`src/hdl/uart_link_pkg.sv`:
```
`default_nettype none

package uart_link_pkg;

  // host command with read flag, 7-bit address and write data
  typedef logic [15:0] cmd_t;

  // one frame payload
  typedef logic [7:0] byte_t;

  // remote register address
  typedef logic [6:0] addr_t;

  // command sequencer
  typedef enum logic [1:0] {
    st_idle,
    st_send_hi,
    st_send_lo,
    st_wait_reply
  } link_state_t;

  // start, 8 data, parity, stop
  localparam int frame_bits = 11;

  // baud counter width
  localparam int cnt_w = 16;

endpackage

`default_nettype wire

```
`src/hdl/frame_tx.sv`:
```
`timescale 1ns/1ps
`default_nettype none

module frame_tx
  import uart_link_pkg::*;
#(
  parameter int clks_per_bit = 8
) (
  input  wire         clk,
  input  wire         rst_n,
  input  wire byte_t  tx_byte,
  input  wire         tx_start,
  output logic        tx_busy,
  output logic        tx_done,
  output logic        tx
);

  localparam logic [cnt_w-1:0] baud_last = cnt_w'(clks_per_bit - 1);
  localparam logic [3:0]       bit_last  = 4'(frame_bits - 1);

  logic [cnt_w-1:0]      baud_cnt;
  logic [3:0]            bit_cnt;
  // bits still to go after the start bit
  logic [frame_bits-2:0] shreg;
  logic                  load;
  logic                  bit_end;

  assign load    = tx_start && !tx_busy;
  assign bit_end = tx_busy && (baud_cnt == baud_last);

  always_ff @(posedge clk or negedge rst_n) begin
    if (!rst_n) begin
      tx_busy  <= 1'b0;
      tx_done  <= 1'b0;
      tx       <= 1'b1;
      baud_cnt <= '0;
      bit_cnt  <= '0;
    end else begin
      tx_done <= 1'b0;
      if (load) begin
        tx_busy  <= 1'b1;
        tx       <= 1'b0;
        baud_cnt <= '0;
        bit_cnt  <= '0;
      end else if (bit_end) begin
        baud_cnt <= '0;
        if (bit_cnt == bit_last) begin
          // stop bit done and line stays high
          tx_busy <= 1'b0;
          tx_done <= 1'b1;
        end else begin
          bit_cnt <= bit_cnt + 4'd1;
          tx      <= shreg[0];
        end
      end else if (tx_busy) begin
        baud_cnt <= baud_cnt + 1'b1;
      end
    end
  end

  // odd parity over the data byte
  always_ff @(posedge clk) begin
    if (load) begin
      shreg <= {1'b1, ~^tx_byte, tx_byte};
    end else if (bit_end) begin
      shreg <= {1'b1, shreg[frame_bits-2:1]};
    end
  end

endmodule

`default_nettype wire

```
`src/hdl/frame_rx.sv`:
```
`timescale 1ns/1ps
`default_nettype none

module frame_rx
  import uart_link_pkg::*;
#(
  parameter int clks_per_bit = 8,
  parameter bit parity_check = 1'b1
) (
  input  wire   clk,
  input  wire   rst_n,
  input  wire   rx,
  output byte_t rx_byte,
  output logic  rx_ok,
  output logic  rx_bad
);

  localparam logic [cnt_w-1:0] baud_last = cnt_w'(clks_per_bit - 1);
  localparam logic [cnt_w-1:0] baud_mid  = cnt_w'(clks_per_bit / 2);
  localparam logic [3:0]       bit_last  = 4'(frame_bits - 1);
  localparam logic [3:0]       bit_par   = 4'(frame_bits - 2);

  logic             rx_s1;
  logic             rx_s2;
  logic             rx_d;
  logic             fall;
  logic             busy;
  logic [cnt_w-1:0] baud_cnt;
  logic [3:0]       bit_cnt;
  logic             mid;
  byte_t            shreg;
  logic             par_bit;
  logic             frame_bad;

  // two-flop synchronizer and edge-detect flop reset high
  always_ff @(posedge clk or negedge rst_n) begin
    if (!rst_n) begin
      rx_s1 <= 1'b1;
      rx_s2 <= 1'b1;
      rx_d  <= 1'b1;
    end else begin
      rx_s1 <= rx;
      rx_s2 <= rx_s1;
      rx_d  <= rx_s2;
    end
  end

  assign fall = rx_d && !rx_s2;
  assign mid  = busy && (baud_cnt == baud_mid);

  // evaluated at the stop bit where rx_s2 holds the stop level
  assign frame_bad = !rx_s2 || (parity_check && !(^{shreg, par_bit}));

  always_ff @(posedge clk or negedge rst_n) begin
    if (!rst_n) begin
      busy     <= 1'b0;
      baud_cnt <= '0;
      bit_cnt  <= '0;
      rx_ok    <= 1'b0;
      rx_bad   <= 1'b0;
    end else begin
      rx_ok  <= 1'b0;
      rx_bad <= 1'b0;
      if (!busy) begin
        if (fall) begin
          busy     <= 1'b1;
          baud_cnt <= '0;
          bit_cnt  <= '0;
        end
      end else begin
        if (baud_cnt == baud_last) begin
          baud_cnt <= '0;
          bit_cnt  <= bit_cnt + 4'd1;
        end else begin
          baud_cnt <= baud_cnt + 1'b1;
        end
        if (mid) begin
          if (bit_cnt == 4'd0 && rx_s2) begin
            // line back high so only a glitch
            busy <= 1'b0;
          end else if (bit_cnt == bit_last) begin
            busy   <= 1'b0;
            rx_ok  <= !frame_bad;
            rx_bad <= frame_bad;
          end
        end
      end
    end
  end

  // data LSB first followed by parity
  always_ff @(posedge clk) begin
    if (mid) begin
      if (bit_cnt != 4'd0 && bit_cnt < bit_par) begin
        shreg <= {rx_s2, shreg[7:1]};
      end else if (bit_cnt == bit_par) begin
        par_bit <= rx_s2;
      end else if (bit_cnt == bit_last) begin
        rx_byte <= shreg;
      end
    end
  end

endmodule

`default_nettype wire

```
`src/hdl/cmd_decode.sv`:
```
`timescale 1ns/1ps
`default_nettype none

module cmd_decode
  import uart_link_pkg::*;
(
  input  wire         clk,
  input  wire         rst_n,
  input  wire cmd_t   cmd_in,
  input  wire         cmd_vld,
  output logic        cmd_rdy,
  output byte_t       tx_byte,
  output logic        tx_start,
  input  wire         tx_busy,
  input  wire         tx_done,
  input  wire         rx_ok,
  input  wire         rx_bad,
  output logic        read_rdy,
  output logic        rx_err
);

  link_state_t state;
  cmd_t        cmd_q;
  logic        hi_pend;
  logic        accept;

  assign accept  = cmd_vld && cmd_rdy;
  assign cmd_rdy = (state == st_idle);

  // high byte first and low byte in st_send_lo
  assign tx_byte = (state == st_send_lo) ? cmd_q[7:0] : cmd_q[15:8];

  always_ff @(posedge clk) begin
    if (accept) begin
      cmd_q <= cmd_in;
    end
  end

  always_ff @(posedge clk or negedge rst_n) begin
    if (!rst_n) begin
      state    <= st_idle;
      hi_pend  <= 1'b0;
      tx_start <= 1'b0;
      read_rdy <= 1'b0;
      rx_err   <= 1'b0;
    end else begin
      tx_start <= 1'b0;
      read_rdy <= 1'b0;
      rx_err   <= 1'b0;

      case (state)
        st_idle: begin
          if (accept) begin
            state   <= st_send_hi;
            hi_pend <= 1'b1;
          end
        end

        st_send_hi: begin
          if (hi_pend && !tx_busy) begin
            tx_start <= 1'b1;
            hi_pend  <= 1'b0;
          end else if (tx_done) begin
            // back-to-back frame with a two-cycle gap on the line
            tx_start <= 1'b1;
            state    <= st_send_lo;
          end
        end

        st_send_lo: begin
          if (tx_done) begin
            // bit 15 set means a reply is owed
            state <= cmd_q[15] ? st_wait_reply : st_idle;
          end
        end

        st_wait_reply: begin
          if (rx_ok) begin
            read_rdy <= 1'b1;
            state    <= st_idle;
          end else if (rx_bad) begin
            rx_err <= 1'b1;
            state  <= st_idle;
          end
        end

        default: begin
          state <= st_idle;
        end
      endcase
    end
  end

endmodule

`default_nettype wire

```
`src/hdl/uart_link.sv`:
```
`timescale 1ns/1ps
`default_nettype none

module uart_link
  import uart_link_pkg::*;
#(
  parameter int clks_per_bit = 8,
  parameter bit parity_check = 1'b1
) (
  input  wire        clk,
  input  wire        rst_n,
  input  wire cmd_t  cmd_in,
  input  wire        cmd_vld,
  output logic       cmd_rdy,
  input  wire        rx,
  output logic       tx,
  output logic       read_rdy,
  output byte_t      read_data,
  output logic       rx_err
);

  byte_t tx_byte;
  logic  tx_start;
  logic  tx_busy;
  logic  tx_done;
  logic  rx_ok;
  logic  rx_bad;

  cmd_decode u_decode (
    .clk      (clk),
    .rst_n    (rst_n),
    .cmd_in   (cmd_in),
    .cmd_vld  (cmd_vld),
    .cmd_rdy  (cmd_rdy),
    .tx_byte  (tx_byte),
    .tx_start (tx_start),
    .tx_busy  (tx_busy),
    .tx_done  (tx_done),
    .rx_ok    (rx_ok),
    .rx_bad   (rx_bad),
    .read_rdy (read_rdy),
    .rx_err   (rx_err)
  );

  frame_tx #(
    .clks_per_bit (clks_per_bit)
  ) u_execute (
    .clk      (clk),
    .rst_n    (rst_n),
    .tx_byte  (tx_byte),
    .tx_start (tx_start),
    .tx_busy  (tx_busy),
    .tx_done  (tx_done),
    .tx       (tx)
  );

  // reply byte goes straight out as read_data
  frame_rx #(
    .clks_per_bit (clks_per_bit),
    .parity_check (parity_check)
  ) u_result (
    .clk     (clk),
    .rst_n   (rst_n),
    .rx      (rx),
    .rx_byte (read_data),
    .rx_ok   (rx_ok),
    .rx_bad  (rx_bad)
  );

endmodule

`default_nettype wire

```
`config.mk`:
```
export PLATFORM = sky130hd
export DESIGN_NAME = uart_link
export DESIGN_NICKNAME = d
export VERILOG_FILES = /design/src/hdl/uart_link_pkg.sv /design/src/hdl/frame_tx.sv /design/src/hdl/frame_rx.sv /design/src/hdl/cmd_decode.sv /design/src/hdl/uart_link.sv
export SDC_FILE = /design/constraint.sdc
export NUM_CORES = 1
export LEC_CHECK = 0
export BUFFER_PORTS_ARGS = -buffer_cell sky130_fd_sc_hd__buf_2
export CAP_MARGIN = 20
export CORE_MARGIN = 2
export CORE_UTILIZATION = 60
export CTS_BUF_LIST = sky130_fd_sc_hd__clkbuf_8
export DETAILED_ROUTE_END_ITERATION = 10
export PLACE_DENSITY = 0.83
export SLEW_MARGIN = 20
export SYNTH_ARGS = -nofsm -noshare
export SYNTH_HDL_FRONTEND = slang
export SYNTH_SLANG_ARGS = --single-unit
```
`constraint.sdc`:
```
create_clock -name clk -period 7.9 [get_ports clk]
set_clock_uncertainty 0.05 [all_clocks]
set_input_delay 1.58 -clock clk [delete_from_list [all_inputs] [get_ports clk]]
set_output_delay 1.58 -clock clk [all_outputs]
set_load 0.02 [all_outputs]
```
Word level (Yosys, flattened, before mapping)

Index checks and enable logic that the tools add are counted.

Word-level logic and storage cells: 134
Input port bits: 20
Register bits: 97
Output and inout bits: 12

Muxes and demuxes: 56
Add/sub/neg operators: 4
Reductions and logical operators: 31
Eq/ne operators: 17
Bitwise operators: 2
$lt $le $gt $ge: 1

Operator list:

| operator                                                         | number |
|---|---|
| 16-bit 2-to-1 mux                                                | 6 |
| 16-bit by 3-bit == test with 1-bit output, second input constant | 3 |
| 16-bit by 1-bit adder with 16-bit output, second input constant  | 2 |
| 1-bit 2-to-1 mux                                                 | 32 |
| 4-bit 2-to-1 mux                                                 | 6 |
| 9-bit 2-to-1 mux                                                 | 2 |
| 2-bit 2-to-1 mux                                                 | 7 |
| 4-bit == test, second input constant                             | 3 |
| 9-bit XOR reduction                                              | 1 |
| 4-bit by 1-bit adder with 4-bit output, second input constant    | 2 |
| 1-bit logical AND                                                | 8 |
| 8-bit 2-to-1 mux                                                 | 1 |
| 2-bit by 1-bit != test with 1-bit output, second input constant  | 4 |
| 2-bit case mux with 4 select lines                               | 1 |
| 2-bit AND reduction                                              | 4 |
| 2-bit nonzero test                                               | 4 |
| 8-bit XNOR reduction                                             | 1 |
| 2-bit != test, second input constant                             | 3 |
| 3-bit AND reduction                                              | 2 |
| 5-bit AND reduction                                              | 1 |
| 2-bit == test, second input constant                             | 2 |
| 1-bit logical NOT                                                | 4 |
| 4-bit logical NOT                                                | 1 |
| 4-bit less-than comparator, second input constant                | 1 |
| 9 further kinds                                                  | 10 |

Longest topological paths before layout

Gate-level depths: netlist (run 1).

Word-level depth: 8
Depth in mapped cells: 8
Gate-level depth less buffers: 7

Modules after synthesis

Synthesis (run 1) repeated with hierarchy kept, for this count alone.

Cells, all modules: 407
Area, all modules: 4645.7 µm²

Modules (own cells, without submodules):

| module     | cells each | area each (µm²) | times used | sequential area each (µm²) |
|---|---|---|---|---|
| frame_rx   | 183        | 2067.0          | 1          | 1164.9 |
| frame_tx   | 172        | 1679.1          | 1          | 847.1 |
| cmd_decode | 52         | 899.6           | 1          | 630.6 |

Worst setup path before layout (run 1)

OpenSTA, ideal clock, no wires.

Path type: flip-flop to flip-flop
Start point: reg u_result.baud_cnt[13]
End point: reg u_result.rx_byte[0], enable pin
Period minus slack after synthesis: 2.564 ns
Path buffers: 0
Data required time: 7.480 ns
Cell stages (with the launch flop): 6
Path slack: 5.336 ns
Data arrival time: 2.144 ns
Setup time: 0.370 ns
Path through: dfrtp_1 or4_4 or4_4 nor2_4 nand3_4 nor3_2

Longest elaborated chain between the ends: 3

Ends and longest elaborated chain:

| element                                   | line           | RTL |
|---|---|---|
| from (decl)                               | frame_rx.sv:28 | `logic [cnt_w-1:0] baud_cnt;` |
| from (signal assigned)                    | frame_rx.sv:75 | `baud_cnt <= baud_cnt + 1'b1;` |
| 16-bit by 3-bit == test with 1-bit output | frame_rx.sv:49 | `assign mid = busy && (baud_cnt == baud_mid);` |
| 1-bit logical AND                         | frame_rx.sv:49 |  |
| 4-bit AND reduction (no source line)      | --             |  |
| to (signal assigned)                      | frame_rx.sv:99 | `rx_byte <= shreg;` |
| to (decl)                                 | frame_rx.sv:13 | `output byte_t rx_byte,` |

No other way between the ends.
A chain may end at the register's enable or synchronous reset.

Worst setup path after layout (run 1)

Start point: reg u_decode.state[1]
End point: out cmd_rdy

Longest elaborated chain between the ends: 1

Ends and longest elaborated chain:

| element                | line             | RTL |
|---|---|---|
| from (decl)            | cmd_decode.sv:22 | `link_state_t state;` |
| from (signal assigned) | cmd_decode.sv:41 | `state <= st_idle;` |
| from (signal assigned) | cmd_decode.sv:54 | `state <= st_send_hi;` |
| from (signal assigned) | cmd_decode.sv:66 | `state <= st_send_lo;` |
| 2-bit logical NOT      | cmd_decode.sv:28 | `assign cmd_rdy = (state == st_idle);` |
| to (decl)              | uart_link.sv:14  | `output logic cmd_rdy,` |

No other way between the ends.

==> results of run 1 <==
critical path, stage by stage, from the launching register on:
cell	delay, ns
dfrtp_1	0.49
nor2_1	0.18
buf_2	0.19
metrics by stage:
step / instance area [µm²] / hold WS (ns) / worst slack (ns) / power (µW)
floorplan: 4540 / 0.295 / 5.34 / 850
global placement: 4770 / 0.299 / 5.20 / 905
detailed placement: 4770 / 0.299 / 5.12 / 919
CTS: 4950 / 0.314 / 5.03 / 1220
global route: 4950 / 0.315 / 4.89 / 1280
finish: 4950 / 0.312 / 5.05 / 1210
cell type report:
type | instances | area share
flip-flops and latches | 97 | 0.533
clock buffers | 9 | 0.0250
multi-input cells | 284 | 0.361
well taps | 99 | 0.0250
clock inverters | 7 | 0.0124
inverters | 10 | 0.00758
repair buffers | 34 | 0.0359
worst paths after layout:
check	startpoint	to
setup / recovery	u_decode.state[1]	cmd_rdy
hold / removal	u_result.rx_s1	u_result.rx_s2
setup reg to reg	u_result.baud_cnt[13]	u_result.rx_byte[7]
min in group asynchronous	rst_n	u_decode.rx_err
max in group asynchronous	rst_n	u_result.baud_cnt[14]
hold reg to reg	u_result.rx_s1	u_result.rx_s2
per-layer routing:
layer	vias up	wire, µm	GRT usage
met5	-	0	0
met4	0	87	0.0669
met3	7	392	0.0548
met2	87	4160	0.348
met1	1507	3570	0.278
li1	1535	-	-
flip-flops by register name, summed over array words and instances (netlist names), 2 cells and up:
name                count
u_result.rx_byte        8
u_execute.baud_cnt     16
u_result.shreg          8
u_execute.shreg         9
u_decode.state          2
u_result.baud_cnt      16
u_decode.cmd_q         16
u_result.bit_cnt        4
u_execute.bit_cnt       4
layout by cell type (no fill, tap or decap), types with 9 or more instances in the layout:
cell type and count:
xnor2_1 25, a21oi_1 10, buf_2 31, o21ai_0 37, a31oi_1 15, nand3_1 11
clkbuf_8 9, edfxtp_1 42, nor3_1 9, nand2_1 46, inv_1 10, nand4_1 9
dfrtp_1 51, ha_1 9, xor2_1 10, nor2_1 36
report_power, final:
part	internal, µW	switching, µW	leakage [µW]	total, µW
Clock	121	183	0.0000940	304
Sequential	582	59.0	0.00110	641
Combinational	114	155	0.000777	269
cells by family after synthesis:
logic type / Yosys count / share of synthesized area
adders and majority gates: 9 / 0.0248
xor gates and xnor gates: 36 / 0.0725
buffers and inverters: 27 / 0.0243
AOI/OAI and AO/OA: 83 / 0.114
DFF: 97 / 0.582
and+or+nand+nor: 156 / 0.182
==> summary.md, run 1 <==
| Metric | Value |
|---|---|
| Yosys warns | 0 |
| Yosys cell types | 53 |
| Register bit total from synthesis | 97 |
| Cell taking the most area after synthesis | dfrtp_1 |
| Max Cap Viol | 0 |
| Filler Cell Count | 534 |
| GRT Resource Usage Total | 0.212 |
| Most common cell in the synthesized netlist | dfrtp_1 |
| Average wire per standard cell | 15.2 µm |
| Outcome | finished clean |
| Seq/Total Area, Yosys | 0.582 |
| Dpl cells | 524 |
| Post-synth top area share | 0.281 |
| I/O Pins | 32 |
| Vias in the first global route | 2,978 |
| CTS Hold Bufs | 0 |
| TritonCTS buffer count | 9 |
| Endpoints failing setup | 0 |
| Post-DR vias/cell | 5.81 |
| P_leak | 0.00197 µW |
| Top FF cell, synth | dfrtp_1 |
| Slew @ Worst Pin | 1.05 ns |
| H-Tree Depth | 3 |
| Worst setup EP type | output port |
| Num rows | 31 |
| Fin nets | 465 |
| Worst slew margin | 0.296 |
| Clock slew at reported path FFs | 0.10 ns |
| Area growth from synthesis to layout | 9.12% |
| Fin. Hold Viols | 0 |
| WS Path Type | reg -> out |
| Hold Path Depth | 0 |
| Post-synth EDFFs | 42 |
| Post-synth top cells | 51 x dfrtp_1, 46 x nand2_1, 42 x edfxtp_1, 37 x o21ai_0, 36 x nor2_1 |
| Worst-path maximum fanout | 13 |
| Post-Syn Area per Cell | 11.1 µm² |
| R2r worst-path depth | 5 |
| Fin. max-slew vios | 0 |
| Cells after Synth | 408 |
| Placer Congestion | 0.854 |
| Die width | 91.0 µm |
| Post-CTS Setup Bufs | 0 |
| Crit path required time | 6.27 ns |
| Setup TNS | 0 ns |
| Final core occ | 0.679 |
| Placed wire-length estimate | 5900 µm |
| Peak supply drop | 0.179 mV |
| CTS tree | done |
| Fmax | 351 MHz |
| Root buffer cell | clkbuf_8 |
| Die height | 91.0 µm |
| FF/Latch Area | 2640 µm² |
| Fin crit share | 0.361 |
| PwrDens | 245 nW/µm² |
| Critical Path Start Type | register |
| Share of cells above drive strength 1 | 0.152 |
| Largest net degree at the start of global routing | 56 |
| Multi-input gate area in the final layout | 1790 µm² |
| Initial antenna violation count | 0 |
| Post-Layout Cell Count | 540 |
| Cell Area, Synth | 4540 µm² |
| Die area | 8280 µm² |
| Synth area leaders | dfrtp_1 28%, edfxtp_1 28%, xnor2_1 4.8%, o21ai_0 4.1%, nand2_1 3.8% |
| First-pass GRT wire length | 13,800 µm |
| # diodes | 0 |
| Drt first pass iters | 4 |
| Initial detailed-routing violation count | 198 |
| Via count | 3,136 |
| Critical path arrival | 1.22 ns |
| Fin crit period | 2.85 ns |
| Fraction of synthesis flops using an asynchronous set or reset pin | 0.567 |
| Clock Tree Buf Depth | 2 |
| I/O Buffers | 31 |
| Resize count post-CTS | 0 |
| RSZ-0062 raised after global routing | no |
| Syn nets | 437 |
| Initial Util | 0.623 |
| Clock sink count | 97 |
| Drt total wl | 8210 µm |
| Hold crit path type | reg -> reg |
| Flop-to-flop setup slack | 5.13 ns |
| DRC | 0 |
| Grt total ovfl | 0 |
| Detail Route Antenna Nets | 0 |
| Clk_lat worst skew | 0.36 ns |
| Core Box Area | 7290 µm² |
Note: power is estimated with default switching activity, not from simulation.
==> run 2: changes to the inputs <==
==> constraint.sdc (replaced) <==
create_clock -name clk -period 2.7 [get_ports clk]
set_clock_uncertainty 0.05 [all_clocks]
set_input_delay 0.54 -clock clk [delete_from_list [all_inputs] [get_ports clk]]
set_output_delay 0.54 -clock clk [all_outputs]
set_load 0.02 [all_outputs]
==> summary.md, run 2 (synthesized netlist as in run 1, its figures left out) <==
| Metric | Value |
|---|---|
| Outcome | finished clean |
| Num rows | 31 (unchanged) |
| Endpoints failing setup | 0 (unchanged) |
| Pre-CTS setup slack | 0.176 ns (-4.94 ns) |
| Via count | 3,180 (+1.4%) |
| PwrDens | 731 nW/µm² (+200%) |
| Area growth from synthesis to layout | 10.9% |
| Drt total wl | 8580 µm (+4.6%) |
| Slew @ Worst Pin | 0.737 ns (-0.315 ns) |
| Crit path required time | 2.74 ns (-3.53 ns) |
| Initial detailed-routing violation count | 143 (-28%) |
| Fin. max-slew vios | 0 (unchanged) |
| Placer Congestion | 0.825 (-3.4%) |
| Die area | 8280 µm² (unchanged) |
| CTS Hold Bufs | 0 (unchanged) |
| R2r worst-path depth | 6 (+1) |
| Post-Layout Cell Count | 547 (+1.3%) |
| Largest net degree at the start of global routing | 56 (unchanged) |
| Commonest non-fill, non-tap cell in the layout | dfrtp_1 |
| Fin worst setup slack | 0.169 ns (-4.88 ns) |
| GRT Resource Usage Total | 0.225 (+0.0129) |
| Peak supply drop | 0.448 mV (+150%) |
| Initial antenna violation count | 0 (unchanged) |
| Finished Cell Area | 5040 µm² (+1.7%) |
| I/O Buffers | 31 (unchanged) |
| Clock Tree Buf Depth | 2 (unchanged) |
| Average wire per standard cell | 15.7 µm (+3.2%) |
| Resize count post-CTS | 0 (unchanged) |
| Die height | 91.0 µm (unchanged) |
| Die width | 91.0 µm (unchanged) |
| Dpl cells | 531 (+1.3%) |
| Detail Route Antenna Nets | 0 (unchanged) |
| Fin. Hold Viols | 0 (unchanged) |
| Root buffer cell | clkbuf_8 |
| H-Tree Depth | 3 (unchanged) |
| CTS tree | done |
| Startpoint of the worst hold path | rx |
| Fin crit share | 0.938 |
| Post-CTS Setup Bufs | 0 (unchanged) |
| Worst slew margin | 0.509 (+0.212) |
| Max Cap Viol | 0 (unchanged) |
| Worst setup EP type | register |
| Worst hold margin | 0.208 ns (-0.104 ns) |
| Reg2reg start | u_result.baud_cnt[13] |
| DRC | 0 (unchanged) |
| # diodes | 0 (unchanged) |
| Clock slew at reported path FFs | 0.09 ns (about the same) |
| Most frequent cells in the layout | 51 x dfrtp_1, 46 x nand2_1, 42 x edfxtp_1 |
| Grt total ovfl | 0 (unchanged) |
| Fin nets | 472 (+1.5%) |
| RSZ-0062 raised after global routing | no |
| Setup TNS | 0 ns (unchanged) |
| Worst R2R End | u_result.rx_byte[2] |
| Flop-to-flop setup slack | 0.17 ns (-4.96 ns) |
| Hold Path Depth | 1 (+1) |
| First-pass GRT wire length | 14,900 µm (+7.6%) |
| Core Box Area | 7290 µm² (unchanged) |
| Hold endpoint | u_result.rx_s1 |
| Fin crit period | 2.53 ns |
| Initial Util | 0.623 (unchanged) |
| Critical path arrival | 2.57 ns (+1.35 ns) |
| Share of cells above drive strength 1 | 0.165 (+0.0133) |
| Post-DP Area | 4820 µm² (+1.1%) |
| P_leak | 0.00202 µW (+2.4%) |
| I/O Pins | 32 (unchanged) |
| Fmax | 395 MHz |
| Vias in the first global route | 3,220 (+8.1%) |
| Clk_lat worst skew | 0.37 ns (about the same) |
| Post-DR vias/cell | 5.81 (+0.11%) |
| Critical Path Start Type | register |
| TritonCTS buffer count | 9 (unchanged) |
| Placed wire-length estimate | 6010 µm (+2.0%) |
| Biggest regs | u_decode.cmd_q x16, u_execute.baud_cnt x16, u_result.baud_cnt x16 |
| WS Path Type | reg -> reg |
| Drt first pass iters | 4 (unchanged) |
| Clock sink count | 97 (unchanged) |
| Hold crit path type | in -> reg |
| Worst-path maximum fanout | 8 (-5) |
-- run 2: metrics by stage --
step	utilization	total power (µW)
detailed placement	0.661	2720
global route	0.691	3890
global placement	0.661	2670
finish	0.691	3680
floorplan	-	2490
CTS	0.691	3710
-- run 2: worst max path at each step --
stage	from	endpoint	slack, ns	cells past startpoint
2_1_floorplan	u_result.baud_cnt[13]	u_result.rx_byte[0]	0.14	5
3_3_place_gp	u_result.baud_cnt[13]	u_result.rx_byte[6]	0.24	6
3_5_place_dp	u_result.baud_cnt[13]	u_result.rx_byte[4]	0.18	6
4_1_cts	u_result.baud_cnt[13]	u_result.rx_byte[3]	0.17	6
5_1_grt	u_result.baud_cnt[0]	u_result.rx_byte[3]	0.10	8
6_report	u_result.baud_cnt[13]	u_result.rx_byte[2]	0.17	6
-- run 2: routing by layer --
| metal | vias up | global-route usage | wire length [µm] |
|---|---|---|---|
| met4 | 0 | 0.0808 | 135 |
| li1 | 1540 | - | - |
| met5 | - | 0 | 0 |
| met2 | 56 | 0.375 | 4430 |
| met1 | 1572 | 0.297 | 3760 |
| met3 | 12 | 0.0407 | 263 |
-- run 2: critical path, stage by stage, from the launching register on --
cell     delay [ns]
dfrtp_1        0.46
or4_4          0.60
or4_4          0.59
nor2_4         0.14
nand3_4        0.10
nor3_2         0.12
buf_4          0.20
-- run 2: layout make-up --
type / count / area [µm²]
clock buffers: 9 / 124
clock inverters: 7 / 91.3
fillers: 539 / 2260
inverters: 10 / 37.5
multi-input cells: 284 / 1790
flip-flops and latches: 97 / 2640
well taps: 99 / 124
repair buffers: 41 / 230
-- run 2: where the power goes --
part	switching (µW)	internal (µW)
Sequential	177	1700
Combinational	459	358
Clock	540	447
==> run 3: changes to the inputs <==
--- a/config.mk
+++ b/config.mk
@@ -7,6 +7,7 @@
 export LEC_CHECK = 0
 export BUFFER_PORTS_ARGS = -buffer_cell sky130_fd_sc_hd__buf_2
 export CAP_MARGIN = 20
+export CORE_ASPECT_RATIO = 1.25
 export CORE_MARGIN = 2
 export CORE_UTILIZATION = 60
 export CTS_BUF_LIST = sky130_fd_sc_hd__clkbuf_8
==> summary.md, run 3 (synthesized netlist as in run 1, its figures left out) <==
| Metric | Value |
|---|---|
| Clk_lat worst skew | 0.36 ns (about the same) |
| Resize count post-CTS | 0 (unchanged) |
| R2r worst-path depth | 8 (+2) |
| WS Path Type | reg -> reg |
| Initial antenna violation count | 0 (unchanged) |
| Fin. Hold Viols | 0 (unchanged) |
| Placed wire-length estimate | 6090 µm (+1.4%) |
| Fin crit share | 0.932 (-0.00552) |
| H-Tree Depth | 3 (unchanged) |
| Outcome | finished clean |
| Num rows | 35 (+13%) |
| Post-DR vias/cell | 5.90 (+1.5%) |
| Slew @ Worst Pin | 0.842 ns (+0.105 ns) |
| Drt total wl | 8630 µm (+0.52%) |
| Filler Cell Count | 516 (-4.3%) |
| Hold crit path type | in -> async |
| DRC | 0 (unchanged) |
| Clock Tree Buf Depth | 2 (unchanged) |
| CTS Hold Bufs | 0 (unchanged) |
| Largest net degree at the start of global routing | 40 (-29%) |
| Critical Path Start Type | register |
| Core Box Area | 7360 µm² (+0.89%) |
| Initial detailed-routing violation count | 130 (-9.1%) |
| First-pass GRT wire length | 14,400 µm (-3.4%) |
| Commonest non-fill, non-tap cell in the layout | dfrtp_1 |
| Root buffer cell | clkbuf_8 |
| Fin worst setup slack | 0.183 ns (+0.0149 ns) |
| Placer Congestion | 0.814 (-1.4%) |
| Initial Util | 0.617 (-0.00551) |
| Biggest regs | u_decode.cmd_q x16, u_execute.baud_cnt x16, u_result.baud_cnt x16 |
| Worst-path maximum fanout | 8 (unchanged) |
| Crit path required time | 2.73 ns (about the same) |
| Clock slew at reported path FFs | 0.10 ns (about the same) |
| Area growth from synthesis to layout | 11.4% |
| P_leak | 0.00203 µW (+0.77%) |
| Fmax | 397 MHz (+0.59%) |
| Average wire per standard cell | 15.9 µm (+1.6%) |
| RSZ-0062 raised after global routing | no |
| CTS tree | done |
| Setup TNS | 0 ns (unchanged) |
| Endpoints failing setup | 0 (unchanged) |
| Drt first pass iters | 4 (unchanged) |
| I/O Pins | 32 (unchanged) |
| TritonCTS buffer count | 9 (unchanged) |
| Clock sink count | 97 (unchanged) |
| Critical path arrival | 2.55 ns (-0.02 ns) |
| Pre-CTS setup slack | 0.187 ns (+0.0111 ns) |
| Max Cap Viol | 0 (unchanged) |
| GRT Resource Usage Total | 0.229 (+0.00395) |
| Fin nets | 473 (+0.21%) |
| Die height | 101 µm (+11%) |
| Worst slew margin | 0.434 (-0.0743) |
| Grt total ovfl | 0 (unchanged) |
| Via count | 3,191 (+0.35%) |
| # diodes | 0 (unchanged) |
| I/O Buffers | 31 (unchanged) |
| Share of cells above drive strength 1 | 0.167 (+0.00186) |
| Worst setup EP type | register |
| Post-CTS Setup Bufs | 0 (unchanged) |
| Fin. max-slew vios | 0 (unchanged) |
| Die width | 81.8 µm (-10%) |
| Vias in the first global route | 3,178 (-1.3%) |
| Die area | 8280 µm² (about the same) |
| Detail Route Antenna Nets | 0 (unchanged) |
| PwrDens | 743 nW/µm² (+1.5%) |
| Most frequent cells in the layout | 51 x dfrtp_1, 46 x nand2_1, 42 x edfxtp_1 |
| Peak supply drop | 0.556 mV (+24%) |
| Fin crit period | 2.52 ns (-0.0149 ns) |
-- run 3: worst paths after layout --
check	start	endpoint	slack (ns)
min in group clk	rx	u_result.rx_s1	0.21
max in group asynchronous	rst_n	u_result.rx_s2	1.94
hold / removal	rst_n	u_execute.bit_cnt[0]	0.04
setup reg to reg	u_result.baud_cnt[0]	u_result.rx_byte[4]	0.18
setup / recovery	u_result.baud_cnt[0]	u_result.rx_byte[4]	0.18
hold reg to reg	u_result.rx_s1	u_result.rx_s2	0.31
-- run 3: through the flow --
step                instance area (µm²)   util  power (µW)  instances  hold WS [ns]
finish                             5060  0.688        3760        541        0.0424
floorplan                          4540      -        2490        408         0.194
global placement                   4830  0.657        2690        525         0.296
CTS                                5060  0.688        3780        541        0.0507
detailed placement                 4830  0.657        2740        525         0.299
global route                       5060  0.688        3970        541        0.0695
-- run 3: where the power goes --
group / leakage [µW] / internal, µW / switching (µW)
clock network: 0.000110 / 529 / 512
logic: 0.000824 / 366 / 465
registers: 0.00110 / 1700 / 181
total: 0.00203 / 2600 / 1160
-- run 3: worst max-delay path, cell delays in order (launching register included) --
cell and delay [ns]:
dfrtp_1 0.44, inv_1 0.08, ha_1 0.13, or4bb_2 0.54, or4_4 0.47, nor2_4 0.13
nand3_4 0.09, nor3_2 0.11, buf_4 0.18
-- run 3: metal layers --
metal / track usage / share of wire
met3: 0.0339 / 0.041
met1: 0.272 / 0.40
met2: 0.405 / 0.53
met5: 0 / 0
met4: 0.101 / 0.021
-- run 3: cell type report --
cell class              instances  area [µm²]  area share
clock buffers                   9         124      0.0245
flip-flops and latches         97        2640       0.522
well taps                      92         115      0.0228
multi-input cells             284        1790       0.353
repair buffers                 42         250      0.0495
clock inverters                 7         103      0.0203
inverters                      10        37.5     0.00742
